**src/rtl/cart_map_config.svh**
```systemverilog
// cartridge mapper configuration
`ifndef CART_MAP_CONFIG_SVH
`define CART_MAP_CONFIG_SVH

// CPU bus address width
`define CART_ADDR_W 24

// external memory address widths
`define ROM_ADDR_W 24
`define BSRAM_ADDR_W 20

// first S-DD1 bank register, repeated in banks 00-3F and 80-BF
`define SDD1_REG_BASE 24'h004804

// reset bank values, register 3 down to register 0
`define SDD1_RESET_BANKS {4'd3, 4'd2, 4'd1, 4'd0}

// map_ctrl high nibble selecting the S-DD1 mapper
`define SDD1_MAP_ID 4'h5

// value seen by the CPU when no device drives the bus
`define OPEN_BUS 8'hFF

`endif
```
**src/rtl/cart_map_pkg.sv**
```systemverilog
// cartridge mapper types and decode
`include "cart_map_config.svh"

package cart_map_pkg;

	typedef logic [`ROM_ADDR_W-1:0] rom_addr_t;
	typedef logic [`BSRAM_ADDR_W-1:0] bsram_addr_t;

	typedef struct packed {
		rom_addr_t addr;
		logic      ce_n;
		logic      oe_n;
	} rom_req_t;

	typedef struct packed {
		bsram_addr_t addr;
		logic [7:0]  d;
		logic        ce_n;
		logic        oe_n;
		logic        we_n;
	} bsram_req_t;

	// no access in progress
	localparam rom_req_t ROM_IDLE = '{addr: '0, ce_n: 1'b1, oe_n: 1'b1};
	localparam bsram_req_t BSRAM_IDLE = '{addr: '0, d: '0, ce_n: 1'b1, oe_n: 1'b1, we_n: 1'b1};

	// banks 40-7D and C0-FF whole, upper half of 00-3F and 80-BF
	function automatic logic is_rom_area(input logic [`CART_ADDR_W-1:0] a);
		logic [7:0] bank;
		bank = a[23:16];
		if (bank[6])
			return bank[7:1] != 7'b0111111;
		return a[15];
	endfunction

	// LoROM, 32K pages packed back to back
	function automatic rom_addr_t lorom_rom_addr(input logic [`CART_ADDR_W-1:0] a);
		return rom_addr_t'({a[22:16], a[14:0]});
	endfunction

	// banks 70-7D, lower half
	function automatic logic lorom_bsram_hit(input logic [`CART_ADDR_W-1:0] a);
		return (a[23:20] == 4'h7) && (a[19:17] != 3'b111) && !a[15];
	endfunction

	function automatic bsram_addr_t lorom_bsram_addr(input logic [`CART_ADDR_W-1:0] a);
		return bsram_addr_t'({a[19:16], a[14:0]});
	endfunction

endpackage

```
**src/rtl/cart_map.sv**
```systemverilog
// cartridge memory mapper top
`timescale 1ns/1ns
`include "cart_map_config.svh"

module cart_map
	import cart_map_pkg::*;
(
	input  logic                     mclk,
	input  logic                     rst_n,
	input  logic [`CART_ADDR_W-1:0]  ca,
	input  logic [7:0]               cpu_di,
	input  logic                     cpurd_n,
	input  logic                     cpuwr_n,
	input  logic                     sysclkf_ce,
	input  logic                     sysclkr_ce,
	input  logic [7:0]               map_ctrl,
	input  logic [`ROM_ADDR_W-1:0]   rom_mask,
	input  logic [`BSRAM_ADDR_W-1:0] ram_mask,
	input  logic [15:0]              rom_q,
	input  logic [7:0]               bsram_q,
	output logic [`ROM_ADDR_W-1:0]   rom_addr,
	output logic                     rom_ce_n,
	output logic                     rom_oe_n,
	output logic [`BSRAM_ADDR_W-1:0] bsram_addr,
	output logic [7:0]               bsram_d,
	output logic                     bsram_ce_n,
	output logic                     bsram_oe_n,
	output logic                     bsram_we_n,
	output logic [7:0]               cart_do
);

	rom_req_t   lh_rom_req, sd_rom_req, rom_req;
	bsram_req_t lh_bsram_req, sd_bsram_req, bsram_req;
	logic       reg_hit;
	logic [7:0] reg_do;
	logic       map_active;

	lhrom_map u_lhrom (
		.ca(ca), .cpurd_n(cpurd_n), .cpuwr_n(cpuwr_n), .cpu_di(cpu_di),
		.hirom(map_ctrl[0]), .rom_mask(rom_mask), .ram_mask(ram_mask),
		.rom_req(lh_rom_req), .bsram_req(lh_bsram_req)
	);

	sdd1_map u_sdd1 (
		.mclk(mclk), .rst_n(rst_n), .ca(ca), .cpurd_n(cpurd_n), .cpuwr_n(cpuwr_n),
		.sysclkf_ce(sysclkf_ce), .cpu_di(cpu_di), .map_ctrl(map_ctrl),
		.rom_mask(rom_mask), .ram_mask(ram_mask), .rom_req(sd_rom_req),
		.bsram_req(sd_bsram_req), .reg_hit(reg_hit), .reg_do(reg_do),
		.map_active(map_active)
	);

	map_select #(.payload_t(rom_req_t), .IDLE(ROM_IDLE)) u_rom_sel (
		.mclk(mclk), .rst_n(rst_n), .sysclkr_ce(sysclkr_ce), .map_active(map_active),
		.base_req(lh_rom_req), .chip_req(sd_rom_req), .req(rom_req)
	);

	map_select #(.payload_t(bsram_req_t), .IDLE(BSRAM_IDLE)) u_bsram_sel (
		.mclk(mclk), .rst_n(rst_n), .sysclkr_ce(sysclkr_ce), .map_active(map_active),
		.base_req(lh_bsram_req), .chip_req(sd_bsram_req), .req(bsram_req)
	);

	cpu_read_mux u_read (
		.mclk(mclk), .rst_n(rst_n), .sysclkr_ce(sysclkr_ce), .rom_req(rom_req),
		.bsram_req(bsram_req), .reg_hit(reg_hit), .reg_do(reg_do),
		.rom_q(rom_q), .bsram_q(bsram_q), .cart_do(cart_do)
	);

	assign rom_addr = rom_req.addr;
	assign rom_ce_n = rom_req.ce_n;
	assign rom_oe_n = rom_req.oe_n;
	assign bsram_addr = bsram_req.addr;
	assign bsram_d = bsram_req.d;
	assign bsram_ce_n = bsram_req.ce_n;
	assign bsram_oe_n = bsram_req.oe_n;
	assign bsram_we_n = bsram_req.we_n;

endmodule

```
**src/rtl/cpu_read_mux.sv**
```systemverilog
// CPU read data return
`timescale 1ns/1ns
`include "cart_map_config.svh"

module cpu_read_mux
	import cart_map_pkg::*;
(
	input  logic       mclk,
	input  logic       rst_n,
	input  logic       sysclkr_ce,
	input  rom_req_t   rom_req,
	input  bsram_req_t bsram_req,
	input  logic       reg_hit,
	input  logic [7:0] reg_do,
	input  logic [15:0] rom_q,
	input  logic [7:0] bsram_q,
	output logic [7:0] cart_do
);

	logic       reg_hit_q;
	logic [7:0] reg_do_q;
	logic [7:0] rom_byte;

	// line up with the registered requests
	always_ff @(posedge mclk or negedge rst_n) begin
		if (!rst_n)
			reg_hit_q <= 1'b0;
		else if (sysclkr_ce)
			reg_hit_q <= reg_hit;
	end

	always_ff @(posedge mclk) begin
		if (sysclkr_ce)
			reg_do_q <= reg_do;
	end

	// odd addresses sit in the upper byte
	assign rom_byte = rom_req.addr[0] ? rom_q[15:8] : rom_q[7:0];

	always_comb begin
		if (reg_hit_q)
			cart_do = reg_do_q;
		else if (!rom_req.ce_n && !rom_req.oe_n)
			cart_do = rom_byte;
		else if (!bsram_req.ce_n && !bsram_req.oe_n)
			cart_do = bsram_q;
		else
			cart_do = `OPEN_BUS;
	end

	// mappers must never select both chips at once
	a_one_chip: assert property (@(posedge mclk) disable iff (!rst_n)
		rom_req.ce_n || bsram_req.ce_n);

endmodule

```
**src/rtl/map_select.sv**
```systemverilog
// registered mapper request select
`timescale 1ns/1ns

module map_select #(
	parameter type payload_t = logic,
	parameter payload_t IDLE = '0
) (
	input  logic     mclk,
	input  logic     rst_n,
	input  logic     sysclkr_ce,
	input  logic     map_active,
	input  payload_t base_req,
	input  payload_t chip_req,
	output payload_t req
);

	// chip mapper wins whenever it claims the cartridge
	always_ff @(posedge mclk or negedge rst_n) begin
		if (!rst_n)
			req <= IDLE;
		else if (sysclkr_ce)
			req <= map_active ? chip_req : base_req;
	end

	// request only moves on a read clock enable
	a_hold_between_ce: assert property (@(posedge mclk) disable iff (!rst_n)
		!sysclkr_ce |=> $stable(req));

endmodule

```
**src/rtl/sdd1_map.sv**
```systemverilog
// S-DD1 style bank switched mapper
`timescale 1ns/1ns
`include "cart_map_config.svh"

module sdd1_map
	import cart_map_pkg::*;
(
	input  logic                     mclk,
	input  logic                     rst_n,
	input  logic [`CART_ADDR_W-1:0]  ca,
	input  logic                     cpurd_n,
	input  logic                     cpuwr_n,
	input  logic                     sysclkf_ce,
	input  logic [7:0]               cpu_di,
	input  logic [7:0]               map_ctrl,
	input  logic [`ROM_ADDR_W-1:0]   rom_mask,
	input  logic [`BSRAM_ADDR_W-1:0] ram_mask,
	output rom_req_t                 rom_req,
	output bsram_req_t               bsram_req,
	output logic                     reg_hit,
	output logic [7:0]               reg_do,
	output logic                     map_active
);

	localparam logic [`CART_ADDR_W-1:0] REG_BASE = `SDD1_REG_BASE;

	logic [3:0][3:0] banks;
	logic            reg_sel;
	logic            reg_wr;
	logic            bsram_hit;
	logic            rom_hit;
	logic            access;
	rom_addr_t       rom_addr;

	assign map_active = map_ctrl[7:4] == `SDD1_MAP_ID;

	// 4804-4807 in system banks only
	assign reg_sel = !ca[22] && (ca[15:2] == REG_BASE[15:2]);
	assign reg_wr = map_active && reg_sel && !cpuwr_n && sysclkf_ce;

	always_ff @(posedge mclk or negedge rst_n) begin
		if (!rst_n)
			banks <= `SDD1_RESET_BANKS;
		else if (reg_wr)
			banks[ca[1:0]] <= cpu_di[3:0];
	end

	assign reg_hit = map_active && reg_sel && !cpurd_n;
	assign reg_do = {4'h0, banks[ca[1:0]]};

	// C0-FF is four 1M windows, each pointed at by one bank register
	always_comb begin
		if (ca[23:22] == 2'b11)
			rom_addr = rom_addr_t'({banks[ca[21:20]], ca[19:0]});
		else
			rom_addr = lorom_rom_addr(ca);
	end

	assign bsram_hit = lorom_bsram_hit(ca);
	assign rom_hit = is_rom_area(ca) && !bsram_hit;
	assign access = !cpurd_n || !cpuwr_n;

	assign rom_req.addr = rom_addr & rom_mask;
	assign rom_req.ce_n = !(rom_hit && access);
	assign rom_req.oe_n = !(rom_hit && !cpurd_n);

	assign bsram_req.addr = lorom_bsram_addr(ca) & ram_mask;
	assign bsram_req.d = cpu_di;
	assign bsram_req.ce_n = !(bsram_hit && access);
	assign bsram_req.oe_n = !(bsram_hit && !cpurd_n);
	assign bsram_req.we_n = !(bsram_hit && !cpuwr_n);

	// banks only move on a qualified CPU write
	a_bank_write_only: assert property (@(posedge mclk) disable iff (!rst_n)
		$changed(banks) |-> $past(!cpuwr_n && sysclkf_ce));

endmodule

```
**src/rtl/lhrom_map.sv**
```systemverilog
// LoROM and HiROM mapper
`timescale 1ns/1ns
`include "cart_map_config.svh"

module lhrom_map
	import cart_map_pkg::*;
(
	input  logic [`CART_ADDR_W-1:0]  ca,
	input  logic                     cpurd_n,
	input  logic                     cpuwr_n,
	input  logic [7:0]               cpu_di,
	input  logic                     hirom,
	input  logic [`ROM_ADDR_W-1:0]   rom_mask,
	input  logic [`BSRAM_ADDR_W-1:0] ram_mask,
	output rom_req_t                 rom_req,
	output bsram_req_t               bsram_req
);

	logic        bsram_hit;
	logic        rom_hit;
	logic        access;
	rom_addr_t   rom_addr;
	bsram_addr_t bsram_addr;

	always_comb begin
		if (hirom) begin
			// 64K banks straight through
			rom_addr = rom_addr_t'(ca[21:0]);
			// 8K window at 6000-7FFF of banks 20-3F and A0-BF
			bsram_hit = (ca[22:21] == 2'b01) && (ca[15:13] == 3'b011);
			bsram_addr = bsram_addr_t'({ca[20:16], ca[12:0]});
		end else begin
			rom_addr = lorom_rom_addr(ca);
			bsram_hit = lorom_bsram_hit(ca);
			bsram_addr = lorom_bsram_addr(ca);
		end
	end

	// chips only enabled while the CPU strobes
	assign access = !cpurd_n || !cpuwr_n;

	// BSRAM takes precedence inside ROM area
	assign rom_hit = is_rom_area(ca) && !bsram_hit;

	assign rom_req.addr = rom_addr & rom_mask;
	assign rom_req.ce_n = !(rom_hit && access);
	assign rom_req.oe_n = !(rom_hit && !cpurd_n);

	assign bsram_req.addr = bsram_addr & ram_mask;
	assign bsram_req.d = cpu_di;
	assign bsram_req.ce_n = !(bsram_hit && access);
	assign bsram_req.oe_n = !(bsram_hit && !cpurd_n);
	assign bsram_req.we_n = !(bsram_hit && !cpuwr_n);

endmodule

```
**config.mk**
```make
export PLATFORM = sky130hd
export DESIGN_NAME = cart_map
export DESIGN_NICKNAME = d
export VERILOG_FILES = /design/src/rtl/cart_map_pkg.sv /design/src/rtl/cart_map.sv /design/src/rtl/cpu_read_mux.sv /design/src/rtl/map_select.sv /design/src/rtl/sdd1_map.sv /design/src/rtl/lhrom_map.sv
export VERILOG_INCLUDE_DIRS = /design/src /design/src/rtl
export SDC_FILE = /design/constraint.sdc
export NUM_CORES = 1
export LEC_CHECK = 0
export BUFFER_PORTS_ARGS = -buffer_cell sky130_fd_sc_hd__buf_2
export CELL_PAD_IN_SITES_DETAIL_PLACEMENT = 0
export CELL_PAD_IN_SITES_GLOBAL_PLACEMENT = 1
export CORE_ASPECT_RATIO = 0.7
export CORE_MARGIN = 10
export CORE_UTILIZATION = 35
export DETAILED_ROUTE_END_ITERATION = 7
export PLACE_DENSITY = 0.87
export SLEW_MARGIN = 15
export SYNTH_ARGS = -nofsm -noshare
export SYNTH_HDL_FRONTEND = slang
export SYNTH_SLANG_ARGS = --single-unit
```
**constraint.sdc**
```tcl
create_clock -name mclk -period 1.55 [get_ports mclk]
set_input_delay 0.0775 -clock mclk [delete_from_list [all_inputs] [get_ports mclk]]
set_output_delay 0.0775 -clock mclk [all_outputs]
set_load 0.01 [all_outputs]
```
==> run_results.csv <==
group,metric,value,unit
status,status,"complete, but fails checks",
status,violations,"setup timing",
sta,fin_worst_skew,0.003722,ns
final_layout,nFillCells,910,
worst_setup_path,path_delay_family,"flip-flops",
placed_design,gp_congestion,0.8237,
global_route,grt_util_met2,28.14,%
hold_path,hold_depth,3,
clocking,numCtsBuffers,9,
sta,rsz0062_at_grt,"yes",
worst_setup_path,endpoint,"cart_do[3]",
final_layout,multi_input_area,1660,um2
hold_path,hold_path.class,"primary input to flop",
sta,hold_viol_final,0,
flow_run,drv_cap,0,
clocking,clk_pin_slew,0.06,ns
sta,setup_viol,8,
final_layout,layout.nets,697,
final_layout,seq_area,1959,um2
yosys,yosys_warnings,0,
clocking,clock_tree.root_cell,"clkbuf_16",
worst_setup_path,path_buf_inv,1,
clocking,cts.sinks,77,
global_route,met1_usage,20.96,%
worst_setup_path,ff2ff_path_depth,3,
clocking,htree_levels,3,
yosys,seq_area_frac_synth,50.99,%
worst_setup_path,r2r_end,"u_rom_sel.req[23]",
die,io_pins,179,
sta,timing.hold.ws,0.007960,ns
placed_design,io_buffers,173,
worst_setup_path,max_stage_delay,0.54,ns
die,dieArea,15630,um2
global_route,grt_pass1_wl,21.30,mm
die,rows,31,
route,vias_per_cell,4.883,
placed_design,dp_cells,673,
global_route,grt_busiest_layer,"met2",
final_layout,layout-drive-gt1-share,47.79,%
placed_design,dpl.hpwl,10.27,mm
route,dr.first_iter.drc_count,196,
final_layout,fin_area,5813,um2
worst_setup_path,r2r-start,"u_sdd1.banks[1]",
clocking,cts_tree,"done",
global_route,grtUsageTotal,17.11,%
route,wl_per_cell,18.39,um
placed_design,dpl_cell_area,4965,um2
route,firstDrtPassIters,4,
yosys,synth_seq_cells,77,
route,routed_wl,13.56,mm
sta,period_share,103.8,%
die,die_w,145.2,um
worst_setup_path,worstPathCellList,"or2_4, nand2_4, o22ai_2, o21ai_1, buf_2",
worst_setup_path,startpoint,"u_rom_sel.req[0]",
route,ant_nets,0,
route,route.vias.total,3599,
global_route,grt_overflow,0,
worst_setup_path,critical_path.slowest_cell,"dfstp_2",
global_route,grt_pass1_vias,3822,
power,p_leak,2.836,nW
worst_setup_path,start_kind,"flop",
yosys,synthFlopType,"dfrtp_1",
global_route,grt_max_degree,37,
final_layout,instances_no_fill,737,
global_route,grt_use_met3,5.628,%
yosys,syn_nets,467,
die,start_util,36.53,%
clocking,clock_latency,0.34,ns
power,pwr_density_cell,940.7,nW/um2
yosys,synth.cell_area,3840,um2
worst_setup_path,cp.depth,5,
die,fp.dieH,107.6,um
power,power,0.005468,W
route,drc,0,
sta,period_needed,1.609,ns
die,coreArea,10510,um2
yosys,postSynthCellCount,353,
worst_setup_path,reg2reg_slack,0.23,ns
sta,slew_viol_final,0,
yosys,synth_edf_count,4,
yosys,avgSynthCellArea,10.88,um2
sta,fin_ws,-0.05910,ns
power,vdd.ir_drop.worst,0.6861,mV
clocking,clk_path_buf_depth,2,
worst_setup_path,cp_max_fo,8,
sta,fmax,621.5,MHz
worst_setup_path,critPathKind,"flop to output port",
final_layout,syn2layout_area_growth,51.38,%
worst_setup_path,worstPathArrival,1.53,ns
placed_design,place_ws,-0.1037,ns
worst_setup_path,cp_data_required_time,1.47,ns
global_route,antenna_found_initial,4,
yosys,ys_types,36,
worst_setup_path,worstSetupEndpointType,"output port",
yosys,synthArstFlopShare,94.81,%
[flip-flops by register name, summed over array words and instances (netlist names)]
register,count
u_rom_sel.req,26
u_read.reg_hit_q,1
u_read.reg_do_q,4
u_bsram_sel.req,30
u_sdd1.banks,16
[worst register-to-register path, stage by stage, from the launching register on]
cell      delay [ns]
dfrtp_1         0.40
mux4_2          0.50
o211ai_1        0.20
o22ai_1         0.10
[report_power, final]
part | total (W) | switching [W] | internal, W
clock | 0.00230 | 0.000843 | 0.00146
sequential | 0.00222 | 0.0000648 | 0.00216
combinational | 0.000947 | 0.000487 | 0.000460
[layout by cell type (no fill, tap or decap), types with 4 or more instances in the layout]
cell           synthesis  final
o22ai_2                0      5
clkbuf_16              0      9
dfrtp_1               64     63
buf_2                  3    171
mux2i_1               13     13
o21ai_0               38     34
nor2_1                 7      7
o21ai_1                0      4
dfstp_2                9      9
mux4_2                 7      7
edfxtp_1               4      4
o22ai_1               20     15
inv_1                 46     46
nor3_4                 4      4
dlygate4sd3_1          0     42
o211ai_1               4      4
buf_4                  1     23
mux2_2                35     34
nand3_1               31     31
nand2_1               23     22
[what timing repair did]
action	CTS	global route
buffers inserted	5	0
pin swaps	10	0
hold endpoints to repair	63	0
hold buffers	42	0
endpoints found under the setup margin	8	8
resized for setup	17	3
[cell families (layout without fill, tap and decap cells)]
| group | after synthesis | in the layout | share of synthesized area (%) |
|---|---|---|---|
| DFF | 77 | 77 | 50.99 |
| buffers and inverters | 67 | 302 | 6.940 |
| AOI/OAI and AO/OA | 68 | 68 | 10.39 |
| muxes | 55 | 55 | 17.76 |
| other | 1 | 2 | 0.09766 |
| and+or+nand+nor | 85 | 85 | 13.82 |
[how the worst min path moves through the flow]
stage                startpoint             endpoint  slack [ns]
global placement          rst_n  u_bsram_sel.req[10]        0.04
CTS                      ca[11]  u_bsram_sel.req[22]       0.007
finish              rom_mask[7]     u_rom_sel.req[9]       0.008
detailed placement        rst_n  u_bsram_sel.req[23]        0.04
floorplan                 rst_n  u_bsram_sel.req[10]       -0.22
global route             ca[11]  u_bsram_sel.req[22]        0.03
[through the flow]
stage | setup TNS (ns) | util (%)
6_report | -0.2375 | 55.30
5_1_grt | -0.6587 | 55.30
4_1_cts | -0.2343 | 55.12
3_5_place_dp | -1.311 | 47.23
3_3_place_gp | -0.2914 | 47.23
2_1_floorplan | 0 | -
[area by class of cell]
class / instances / area share (%)
diodes: 1 / 0.04305
clock buffers: 11 / 4.176
clock inverters: 5 / 1.442
inverters: 46 / 2.970
multi-input cells: 209 / 28.56
flip-flops and latches: 77 / 33.71
well taps: 148 / 3.186
repair buffers: 240 / 25.91
[Yosys cell counts, types with 3 or more instances]
| cell | instances | area [um2] |
|---|---|---|
| edfxtp_1 | 4 | 120.1 |
| mux2_2 | 35 | 394.1 |
| dfrtp_1 | 64 | 1602 |
| o211ai_1 | 4 | 30.03 |
| nand2_1 | 23 | 86.33 |
| o22ai_1 | 20 | 125.1 |
| nand3_1 | 31 | 155.2 |
| mux4_2 | 7 | 157.7 |
| mux2i_1 | 13 | 130.1 |
| inv_1 | 46 | 172.7 |
| buf_2 | 3 | 15.01 |
| o21ai_0 | 38 | 190.2 |
| nand4_1 | 3 | 18.77 |
| nor2_1 | 7 | 26.28 |
| clkbuf_1 | 14 | 52.55 |
| nor3_4 | 4 | 65.06 |
| dfstp_2 | 9 | 236.5 |
[routing by layer]
layer	vias to the layer above	routed length [um]
met2	142	6557
met3	21	907
met5	-	21
li1	1707	-
met1	1725	5848
met4	4	222
No activity file was read; power rests on OpenSTA's default activity.
